**config.mk**
```make
export PLATFORM = sky130hd
export DESIGN_NAME = game_audio_top
export DESIGN_NICKNAME = d
export VERILOG_FILES = /design/src/hw/game_audio_pkg.sv /design/src/hw/game_audio_top.sv /design/src/hw/melody_player.sv /design/src/hw/sfx_sequencer.sv /design/src/hw/tone_output_stage.sv
export VERILOG_INCLUDE_DIRS = /design/src /design/src/hw
export SDC_FILE = /design/constraint.sdc
export NUM_CORES = 1
export LEC_CHECK = 0
export BUFFER_PORTS_ARGS = -buffer_cell sky130_fd_sc_hd__buf_2
export CORE_MARGIN = 1.5
export CORE_UTILIZATION = 39
export CTS_CLUSTER_SIZE = 10
export DETAILED_ROUTE_END_ITERATION = 8
export PLACE_DENSITY = 0.63
export REMOVE_ABC_BUFFERS = 1
export SYNTH_ARGS = -nofsm -noshare
export SYNTH_HDL_FRONTEND = slang
export SYNTH_SLANG_ARGS = --single-unit
```
**constraint.sdc**
```tcl
create_clock -name clk -period 7.65 [get_ports clk]
set_clock_uncertainty 0.15 [all_clocks]
set_input_delay 1.53 -clock clk [delete_from_list [all_inputs] [get_ports clk]]
set_output_delay 1.53 -clock clk [all_outputs]
set_load 0.01 [all_outputs]
```
**src/hw/game_audio_macros.svh**
```systemverilog
`ifndef GAME_AUDIO_MACROS_SVH
`define GAME_AUDIO_MACROS_SVH

// ----------------------------------------------------------------------
// Note codes
// ----------------------------------------------------------------------

// Half period of a note in clock cycles
`define AUDIO_FREQ_W 10

`define NOTE_DO     10'h2EA
`define NOTE_MI     10'h250
`define NOTE_FA_D   10'h20F
`define NOTE_SOL    10'h1F2
`define NOTE_SOL_D  10'h1D6
`define NOTE_LA     10'h1BB
`define NOTE_SI     10'h18B

// No tone, divider held off
`define NOTE_SILENCE 10'h000

// ----------------------------------------------------------------------
// Note lengths, counted in frames
// ----------------------------------------------------------------------

`define DUR_W 4

`define DUR_LONG    4'd8
`define DUR_NORMAL  4'd4
`define DUR_SHORT   4'd2
`define DUR_TINY    4'd1

`endif

```
**src/hw/game_audio_pkg.sv**
```systemverilog
`include "game_audio_macros.svh"

package game_audio_pkg;

	// One-cycle strobes from the game logic
	typedef struct packed {
		logic player_hit;
		logic pickup;
		logic bird_hit;
		logic level_up;
		logic shot_deploy;
	} game_event_t;

	// Note request, freq of zero means silence
	typedef struct packed {
		logic [`AUDIO_FREQ_W-1:0] freq;
		logic                     en;
	} tone_req_t;

	// Effect sequencer states, three steps per effect
	typedef enum logic [4:0] {
		ST_IDLE,
		ST_HIT_1, ST_HIT_2, ST_HIT_3,
		ST_PICKUP_1, ST_PICKUP_2, ST_PICKUP_3,
		ST_BIRD_1, ST_BIRD_2, ST_BIRD_3,
		ST_LVL_1, ST_LVL_2, ST_LVL_3,
		ST_SHOT_1, ST_SHOT_2, ST_SHOT_3
	} sfx_state_t;

	// Which player owns the output
	typedef enum logic [1:0] {
		SRC_NONE,
		SRC_SFX,
		SRC_MUSIC
	} audio_src_t;

endpackage

```
**src/hw/game_audio_top.sv**
```systemverilog
`timescale 1ns/100ps

module game_audio_top (
	input  logic                        clk,
	input  logic                        resetN,
	input  logic                        start_of_frame,
	input  game_audio_pkg::game_event_t events,
	input  logic                        music_on,
	output game_audio_pkg::tone_req_t   tone,
	output game_audio_pkg::audio_src_t  source,
	output logic                        audio_out
);

	game_audio_pkg::tone_req_t sfx_tone;
	game_audio_pkg::tone_req_t music_tone;

	sfx_sequencer sfx_i (
		.clk            (clk),
		.resetN         (resetN),
		.start_of_frame (start_of_frame),
		.events         (events),
		.sfx_tone       (sfx_tone)
	);

	melody_player melody_i (
		.clk            (clk),
		.resetN         (resetN),
		.start_of_frame (start_of_frame),
		.music_on       (music_on),
		.music_tone     (music_tone)
	);

	tone_output_stage out_i (
		.clk        (clk),
		.resetN     (resetN),
		.sfx_tone   (sfx_tone),
		.music_tone (music_tone),
		.tone       (tone),
		.source     (source),
		.audio_out  (audio_out)
	);

endmodule

```
**src/hw/melody_player.sv**
```systemverilog
`timescale 1ns/100ps

`include "game_audio_macros.svh"

module melody_player (
	input  logic                      clk,
	input  logic                      resetN,
	input  logic                      start_of_frame,
	input  logic                      music_on,
	output game_audio_pkg::tone_req_t music_tone
);

	logic [2:0]        note_idx;
	logic [2:0]        note_idx_nxt;
	logic [`DUR_W-1:0] frame_cnt;
	logic [`DUR_W-1:0] frame_cnt_nxt;

	// ----------------------------------------------------------------------
	// Background tune
	// ----------------------------------------------------------------------

	function automatic logic [`AUDIO_FREQ_W-1:0] melody_note(input logic [2:0] idx);
		case (idx)
			3'd0:    melody_note = `NOTE_DO;
			3'd1:    melody_note = `NOTE_MI;
			3'd2:    melody_note = `NOTE_SOL;
			3'd3:    melody_note = `NOTE_MI;
			3'd4:    melody_note = `NOTE_LA;
			3'd5:    melody_note = `NOTE_SOL;
			3'd6:    melody_note = `NOTE_FA_D;
			// Rest before the tune repeats
			default: melody_note = `NOTE_SILENCE;
		endcase
	endfunction

	// Step every NORMAL frames, index wraps by itself
	always_comb begin
		note_idx_nxt  = note_idx;
		frame_cnt_nxt = frame_cnt;
		if (!music_on) begin
			note_idx_nxt  = 3'd0;
			frame_cnt_nxt = '0;
		end else if (start_of_frame) begin
			if (frame_cnt == `DUR_NORMAL - 4'd1) begin
				frame_cnt_nxt = '0;
				note_idx_nxt  = note_idx + 3'd1;
			end else begin
				frame_cnt_nxt = frame_cnt + 1'b1;
			end
		end
	end

	always_ff @(posedge clk or negedge resetN) begin
		if (!resetN) begin
			note_idx        <= 3'd0;
			frame_cnt       <= '0;
			music_tone.freq <= `NOTE_SILENCE;
			music_tone.en   <= 1'b0;
		end else begin
			note_idx        <= note_idx_nxt;
			frame_cnt       <= frame_cnt_nxt;
			music_tone.freq <= music_on ? melody_note(note_idx_nxt) : `NOTE_SILENCE;
			music_tone.en   <= music_on;
		end
	end

endmodule

```
**src/hw/sfx_sequencer.sv**
```systemverilog
`timescale 1ns/100ps

`include "game_audio_macros.svh"

module sfx_sequencer (
	input  logic                     clk,
	input  logic                     resetN,
	input  logic                     start_of_frame,
	input  game_audio_pkg::game_event_t events,
	output game_audio_pkg::tone_req_t   sfx_tone
);

	game_audio_pkg::sfx_state_t state;
	game_audio_pkg::sfx_state_t next_state;
	logic [`DUR_W-1:0]          frame_cnt;

	// ----------------------------------------------------------------------
	// Note table
	// ----------------------------------------------------------------------

	function automatic logic [`AUDIO_FREQ_W-1:0] step_note(
		input game_audio_pkg::sfx_state_t st
	);
		case (st)
			game_audio_pkg::ST_HIT_1:    step_note = `NOTE_MI;
			game_audio_pkg::ST_HIT_2:    step_note = `NOTE_DO;
			game_audio_pkg::ST_PICKUP_1: step_note = `NOTE_SOL;
			game_audio_pkg::ST_PICKUP_2: step_note = `NOTE_MI;
			game_audio_pkg::ST_PICKUP_3: step_note = `NOTE_LA;
			game_audio_pkg::ST_BIRD_1:   step_note = `NOTE_FA_D;
			game_audio_pkg::ST_BIRD_2:   step_note = `NOTE_SOL_D;
			game_audio_pkg::ST_BIRD_3:   step_note = `NOTE_SI;
			game_audio_pkg::ST_SHOT_1:   step_note = `NOTE_SOL;
			game_audio_pkg::ST_SHOT_2:   step_note = `NOTE_MI;
			game_audio_pkg::ST_SHOT_3:   step_note = `NOTE_DO;
			// Idle, last hit step and all level-up steps
			default:                     step_note = `NOTE_SILENCE;
		endcase
	endfunction

	function automatic logic [`DUR_W-1:0] step_len(
		input game_audio_pkg::sfx_state_t st
	);
		case (st)
			game_audio_pkg::ST_IDLE:     step_len = '0;
			game_audio_pkg::ST_PICKUP_1,
			game_audio_pkg::ST_PICKUP_2,
			game_audio_pkg::ST_PICKUP_3: step_len = `DUR_LONG;
			game_audio_pkg::ST_SHOT_2:   step_len = `DUR_SHORT;
			game_audio_pkg::ST_SHOT_3:   step_len = `DUR_TINY;
			default:                     step_len = `DUR_NORMAL;
		endcase
	endfunction

	// ----------------------------------------------------------------------
	// Next step
	// ----------------------------------------------------------------------

	// A new event restarts from its first step, highest priority first
	always_comb begin
		next_state = game_audio_pkg::ST_IDLE;
		if (events.player_hit) begin
			next_state = game_audio_pkg::ST_HIT_1;
		end else if (events.pickup) begin
			next_state = game_audio_pkg::ST_PICKUP_1;
		end else if (events.bird_hit) begin
			next_state = game_audio_pkg::ST_BIRD_1;
		end else if (events.level_up) begin
			next_state = game_audio_pkg::ST_LVL_1;
		end else if (events.shot_deploy) begin
			next_state = game_audio_pkg::ST_SHOT_1;
		end else begin
			case (state)
				game_audio_pkg::ST_HIT_1:    next_state = game_audio_pkg::ST_HIT_2;
				game_audio_pkg::ST_HIT_2:    next_state = game_audio_pkg::ST_HIT_3;
				game_audio_pkg::ST_PICKUP_1: next_state = game_audio_pkg::ST_PICKUP_2;
				game_audio_pkg::ST_PICKUP_2: next_state = game_audio_pkg::ST_PICKUP_3;
				game_audio_pkg::ST_BIRD_1:   next_state = game_audio_pkg::ST_BIRD_2;
				game_audio_pkg::ST_BIRD_2:   next_state = game_audio_pkg::ST_BIRD_3;
				game_audio_pkg::ST_LVL_1:    next_state = game_audio_pkg::ST_LVL_2;
				game_audio_pkg::ST_LVL_2:    next_state = game_audio_pkg::ST_LVL_3;
				game_audio_pkg::ST_SHOT_1:   next_state = game_audio_pkg::ST_SHOT_2;
				game_audio_pkg::ST_SHOT_2:   next_state = game_audio_pkg::ST_SHOT_3;
				// Third steps and idle fall back to idle
				default:                     next_state = game_audio_pkg::ST_IDLE;
			endcase
		end
	end

	// ----------------------------------------------------------------------
	// State, frame counter and tone registers
	// ----------------------------------------------------------------------

	always_ff @(posedge clk or negedge resetN) begin
		if (!resetN) begin
			state         <= game_audio_pkg::ST_IDLE;
			frame_cnt     <= '0;
			sfx_tone.freq <= `NOTE_SILENCE;
			sfx_tone.en   <= 1'b0;
		end else if (frame_cnt == '0) begin
			// Note finished, events only get in here
			state         <= next_state;
			frame_cnt     <= step_len(next_state);
			sfx_tone.freq <= step_note(next_state);
			// Silent steps still hold the music off
			sfx_tone.en   <= (next_state != game_audio_pkg::ST_IDLE);
		end else if (start_of_frame) begin
			frame_cnt <= frame_cnt - 1'b1;
		end
	end

endmodule

```
**src/hw/tone_output_stage.sv**
```systemverilog
`timescale 1ns/100ps

`include "game_audio_macros.svh"

module tone_output_stage (
	input  logic                       clk,
	input  logic                       resetN,
	input  game_audio_pkg::tone_req_t  sfx_tone,
	input  game_audio_pkg::tone_req_t  music_tone,
	output game_audio_pkg::tone_req_t  tone,
	output game_audio_pkg::audio_src_t source,
	output logic                       audio_out
);

	logic [`AUDIO_FREQ_W-1:0] prev_freq;
	logic [`AUDIO_FREQ_W-1:0] half_cnt;

	// ----------------------------------------------------------------------
	// Source select
	// ----------------------------------------------------------------------

	// Effects win over the music
	always_comb begin
		if (sfx_tone.en) begin
			tone   = sfx_tone;
			source = game_audio_pkg::SRC_SFX;
		end else if (music_tone.en) begin
			tone   = music_tone;
			source = game_audio_pkg::SRC_MUSIC;
		end else begin
			tone.freq = `NOTE_SILENCE;
			tone.en   = 1'b0;
			source    = game_audio_pkg::SRC_NONE;
		end
	end

	// ----------------------------------------------------------------------
	// Square wave divider
	// ----------------------------------------------------------------------

	// Half period is freq + 1 cycles
	always_ff @(posedge clk or negedge resetN) begin
		if (!resetN) begin
			prev_freq <= `NOTE_SILENCE;
			half_cnt  <= '0;
			audio_out <= 1'b0;
		end else begin
			prev_freq <= tone.freq;
			if (tone.freq != prev_freq || tone.freq == `NOTE_SILENCE) begin
				// New note starts low with a fresh count
				half_cnt  <= '0;
				audio_out <= 1'b0;
			end else if (half_cnt == tone.freq) begin
				half_cnt  <= '0;
				audio_out <= ~audio_out;
			end else begin
				half_cnt <= half_cnt + 1'b1;
			end
		end
	end

endmodule

```
# --- Yosys cells after proc, flatten, opt, wreduce, memory -nomap -nowiden ---
# Memories as Yosys holds them, arrays and structs flattened. A register that Yosys moved wholly into a read port is not among the register bits.
# Cells that the tools add are included.
# Widths: inputs -> output; s select.
word_totals:
  ff_bits: 49
  mem_bits_ro: 224
  word_cells: 69
  mem_count: 2
op_classes:
  add_sub_neg: 4
  n_eq_ne: 15
  mux: 25
  n_bitwise: 1
  reduce_logical: 12
mem_list:
  columns: ["memory", "words", "width", "rd", "rd_ports_with_merged_regs", "wr", "line_no", "rtl"]
  rows:
  - ["(no name shown)", 16, 10, 1, 1, 0, "sfx_sequencer.sv:24", "case (st)"]
  - ["(no name shown)", 16, 4, 1, 0, 0, "sfx_sequencer.sv:73", "case (state)"]
ops:
  columns: ["op", "count"]
  rows:
  - ["$pmux 10 s5", 1]
  - ["$mux 10", 3]
  - ["$mux 5", 6]
  - ["$mux 11", 2]
  - ["$mux 4", 5]
  - ["$pmux 4 s4", 1]
  - ["$eq 5x3->1 const B", 3]
  - ["$add 10x1->10 const B", 1]
  - ["$eq 10x10->1", 1]
  - ["$eq 5x4->1 const B", 2]
  - ["$logic_not 10->1", 1]
  - ["$ne 10x10->1", 1]
  - ["$eq 3x3->1 const B", 3]
  - ["$mux 3", 3]
  - ["$eq 3x2->1 const B", 2]
  - ["$logic_not 5->1", 1]
  - ["$reduce_bool 5->1", 1]
  - ["$add 4x1->4 const B", 1]
  - ["$eq 4x2->1 const B", 1]
  - ["$logic_not 4->1", 1]
  - ["$mux 2", 2]
  - ["$reduce_bool 2->1", 2]
  - ["$reduce_or 2->1", 2]
  - ["$sub 4x1->4 const B", 1]
  - ["other kinds (9)", 10]

# --- Depth between registers and ports, before layout ---
# An unclocked memory read counts as a cell.
logic_depth:
  word_depth: 11
  ltp_mapped: 11
  mapped_depth_nobuf: 11

# --- Modules after synthesis ---
# Synthesis repeated with hierarchy kept, for this count alone.
hier_totals:
  hier_cells: 408
  area_unflattened_um2: 3802.4
by_module_without_submodules:
  columns: ["module", "n_inst", "cells_each", "area_per_inst_um2", "seq_area_each_um2"]
  rows:
  - ["sfx_sequencer", 1, 159, 1431.4, 475.5]
  - ["tone_output_stage", 1, 152, 1417.6, 525.5]
  - ["melody_player", 1, 97, 953.4, 425.4]

# --- Worst setup path after synthesis ---
# OpenSTA, ideal clock, no wires.
synth_timing:
  path_type: "input to register"
  from: "input start_of_frame"
  to: "register, netlist name melody_i.music_tone[9]"
  arrival_ns: 3.430
  setup_slack_ns: 3.966
  path_stages: 7
  n_path_buf: 1
  path_cell_list: "buf_2 -> nor4bb_1 -> mux2i_1 -> nand2b_1 -> inv_1 -> or2_2 -> a221oi_1"
synth_between:
  elab_chain_len: 6
  elab_cells_between_ends: 13
  cone_classes: "6 x eq/ne; 4 x mux; 3 x reduce/logical"
synth_rtl:
  columns: ["element", "line_no", "rtl"]
  rows:
  - ["from (decl)", "game_audio_top.sv:6", "input logic start_of_frame,"]
  - ["$mux 3 (*)", "melody_player.sv:43", "end else if (start_of_frame) begin"]
  - ["$mux 3 (*)", "melody_player.sv:40", "if (!music_on) begin"]
  - ["net melody_i.note_idx_nxt[1]", "melody_player.sv:14", "logic [2:0] note_idx_nxt;"]
  - ["$eq 3x2->1, or another cell as far along", "melody_player.sv:23", "case (idx)"]
  - ["$reduce_or 2->1 (no line)", null, null]
  - ["$pmux 10 s5 (*)", "melody_player.sv:23", null]
  - ["$mux 10 (no line) (*)", null, null]
# Mark *: on every way through the listed nets, which the timed path passes. The rest lies on a longest branch.
# A chain may end at the register's enable or synchronous reset.

==> flow_summary.toml <==
[sta]
max_slew_margin_pct = 36.1
post-route-period-util_pct = 49.2
setup_violations = 0
fin_tns_setup_ns = 0
rsz0062_at_grt = "no"
maxSlewViolCount = 0
clock.fmax_mhz = 266
hold_viol_final = 0
worstMarginPinSlew_ns = 0.958
finalCriticalPeriod_ns = 3.77

[floorplan]
core_area_um2 = 8720
ios = 23
die_area_um2 = 9580
row_count = 34
die_x_um = 97.9
fp.dieH_um = 97.9
start_util_pct = 40.3

[synthesis]
syn-cell-area_um2 = 3510
ys_seq_area_share_pct = 40.6
synth-async-reset-ratio_pct = 100
post-synth-top-count-cell = "dfrtp_1"
synth_edf_count = 0
ys_top_cells_by_count = "dfrtp_1 (57), nor2_1 (42), nand2_1 (33)"
synthCells = 383
ys_seq_elements = 57
yosysTopAreaCell = "dfrtp_1"
ys_warn_count = 0
synth.distinct_cells = 62
synth.avg_cell_area_um2 = 9.17
synthTopCellsByArea = "dfrtp_1 (41%), ha_1 (5.3%), nor2_1 (4.5%)"
synth_top_cell_area_share_pct = 40.6
ys.flop_type = "dfrtp_1"

[setup_path]
r2r_end = "out_i.half_cnt[4]"
crit_required_ns = 5.97
crit_family = "flip-flops"
r2r_setup_slack_ns = 4.41
crit_buf_inv = 1
worst-path-stages = 3
crit_start = "sfx_i.sfx_tone[0]"
crit_end = "tone[3]"
cp-start-kind = "flop"
crit_slowest_cell = "dfrtp_1"
slowest_delay_ns = 0.97
setup.worst_path.class = "flop to output port"
ff2ff_path_depth = 6
path_max_fanout = 32
endpoint_kind = "output port"
r2r-start = "sfx_i.sfx_tone[0]"
path_cells = "nor2b_1 -> a22o_1 -> buf_2"
critPathArrivalTime_ns = 2.09

[detailed_routing]
first_pass_iters = 4
drc = 0
antenna_left = 0
post_drt_wl_per_cell_um = 15.8
vias_per_cell = 5.60
wirelength_mm = 7.99
vias = 2840
drtIter0Drc = 165

[grt]
groute.usage.overall_pct = 17.9
grt.busiest_layer = "met2"
grt_start_max_net_pins = 58
grt_pass1_vias = 2782
use_met3_pct = 4.80
met2_usage_pct = 28.6
antenna_found_initial = 0
global_route.overflow_total = 0
grt_pass1_wl_mm = 13.9
use_met1_pct = 24.1

[run]
drv_cap = 0

[cells_and_area]
drive_above_1_share_pct = 13.3
num_antenna_cells = 0
syn2layout_area_growth_pct = 11.2
fin_util_pct = 44.8
nets = 419
design_area_um2 = 3910

[placed_design]
port_buffers = 22
placed_area_um2 = 3680
routabilityCongestion = 0.895
post-dp-hpwl_mm = 5.82

[clocking]
cts_tree = "done"
clkSinkCount = 57
cts_buffers = 9
clk_pin_slew_worst_paths_ns = 0.06
cts_setup_buffers = 0
postCtsHoldBufs = 0
h-tree-depth = 3
cts_root_buf = "clkbuf_8"
cts.path.max_buffers = 2
cts_resized = 0
clkLatencyLatePin_ns = 0.33

[power]
p_leak_nw = 1.67
finalPower_mw = 1.32
irDropWorstVdd_v = 0.000158
power_density_nw_per_um2 = 338

[worst_hold_path]
hold_class = "flop to flop"

[outcome]
outcome = "completed"
-- cell type report --
class,count,area [µm²]
well taps,108,135
clock inverters,2,60.1
multi-input cells,292,1950
flip-flops and latches,57,1430
fillers,845,4810
repair buffers,24,125
clock buffers,13,169
inverters,11,41.3
-- sequential cells by signal, summed over array words and instances, names as in the netlist --
| signal | cells |
|---|---|
| sfx_i.frame_cnt | 4 |
| melody_i.music_tone | 10 |
| out_i.prev_freq | 10 |
| melody_i.note_idx | 3 |
| out_i.half_cnt | 10 |
| melody_i.frame_cnt | 4 |
| out_i.audio_out | 1 |
| sfx_i.state | 4 |
| sfx_i.sfx_tone | 11 |
-- logic make-up (layout without fill, tap and decap cells) --
group	Yosys count	after routing	synth area share, %
buffers and inverters	34	50	4.03
DFF	57	57	40.6
and+or+nand+nor	136	136	19.4
muxes	6	6	1.82
AOI/OAI and AO/OA	101	101	20.3
adders and majority gates	15	15	5.34
xor gates and xnor gates	34	34	8.48
-- report_power, final --
part | internal, mW | switching (mW) | leakage, nW
clock | 0.208 | 0.114 | 0.116
sequential | 0.382 | 0.119 | 0.709
combinational | 0.234 | 0.262 | 0.846
total | 0.825 | 0.494 | 1.67
-- per-layer routing --
metal | part of all wire (%) | wire length [µm] | vias up
met2 | 48 | 3860 | 50
met3 | 3.8 | 300 | 8
li1 | - | - | 1404
met4 | 0.85 | 68 | 0
met1 | 47 | 3750 | 1378
met5 | 0 | 0 | -
-- cell usage in the layout (no fill, tap or decap), drive strengths merged, types with 5 or more instances in the layout --
| cell type | netlist | routed |
|---|---|---|
| buf | 6 | 24 |
| nor2 | 42 | 42 |
| xor2 | 18 | 18 |
| nand2 | 34 | 34 |
| xnor2 | 16 | 16 |
| nand3b | 5 | 5 |
| o21ai | 21 | 21 |
| nand3 | 12 | 12 |
| nand2b | 5 | 5 |
| dfrtp | 57 | 57 |
| inv | 10 | 10 |
| a21o | 5 | 5 |
| o22ai | 6 | 6 |
| ha | 15 | 15 |
| clkbuf | 17 | 13 |
| nor3 | 5 | 5 |
| o22a | 5 | 5 |
| and3 | 5 | 5 |
| a21oi | 19 | 19 |
| a211oi | 5 | 5 |
-- worst min path at each step --
stage          cells past startpoint              start                 to
2_1_floorplan                      1  sfx_i.sfx_tone[2]  sfx_i.sfx_tone[2]
3_3_place_gp                       1  sfx_i.sfx_tone[2]  sfx_i.sfx_tone[2]
3_5_place_dp                       1  sfx_i.sfx_tone[2]  sfx_i.sfx_tone[2]
4_1_cts                            1  sfx_i.sfx_tone[2]  sfx_i.sfx_tone[2]
5_1_grt                            1  sfx_i.sfx_tone[2]  sfx_i.sfx_tone[2]
6_report                           1  sfx_i.sfx_tone[2]  sfx_i.sfx_tone[2]
-- metrics by stage --
stage                     hold slack, ns  setup WS [ns]  std cells
after floorplan                    0.355           4.12        360
after global placement             0.380           3.80        492
after detailed placement           0.389           3.66        492
after CTS                          0.397           3.86        507
after global routing               0.439           3.76        507
final                              0.394           3.88        507
(Power assumes the default switching activity.)
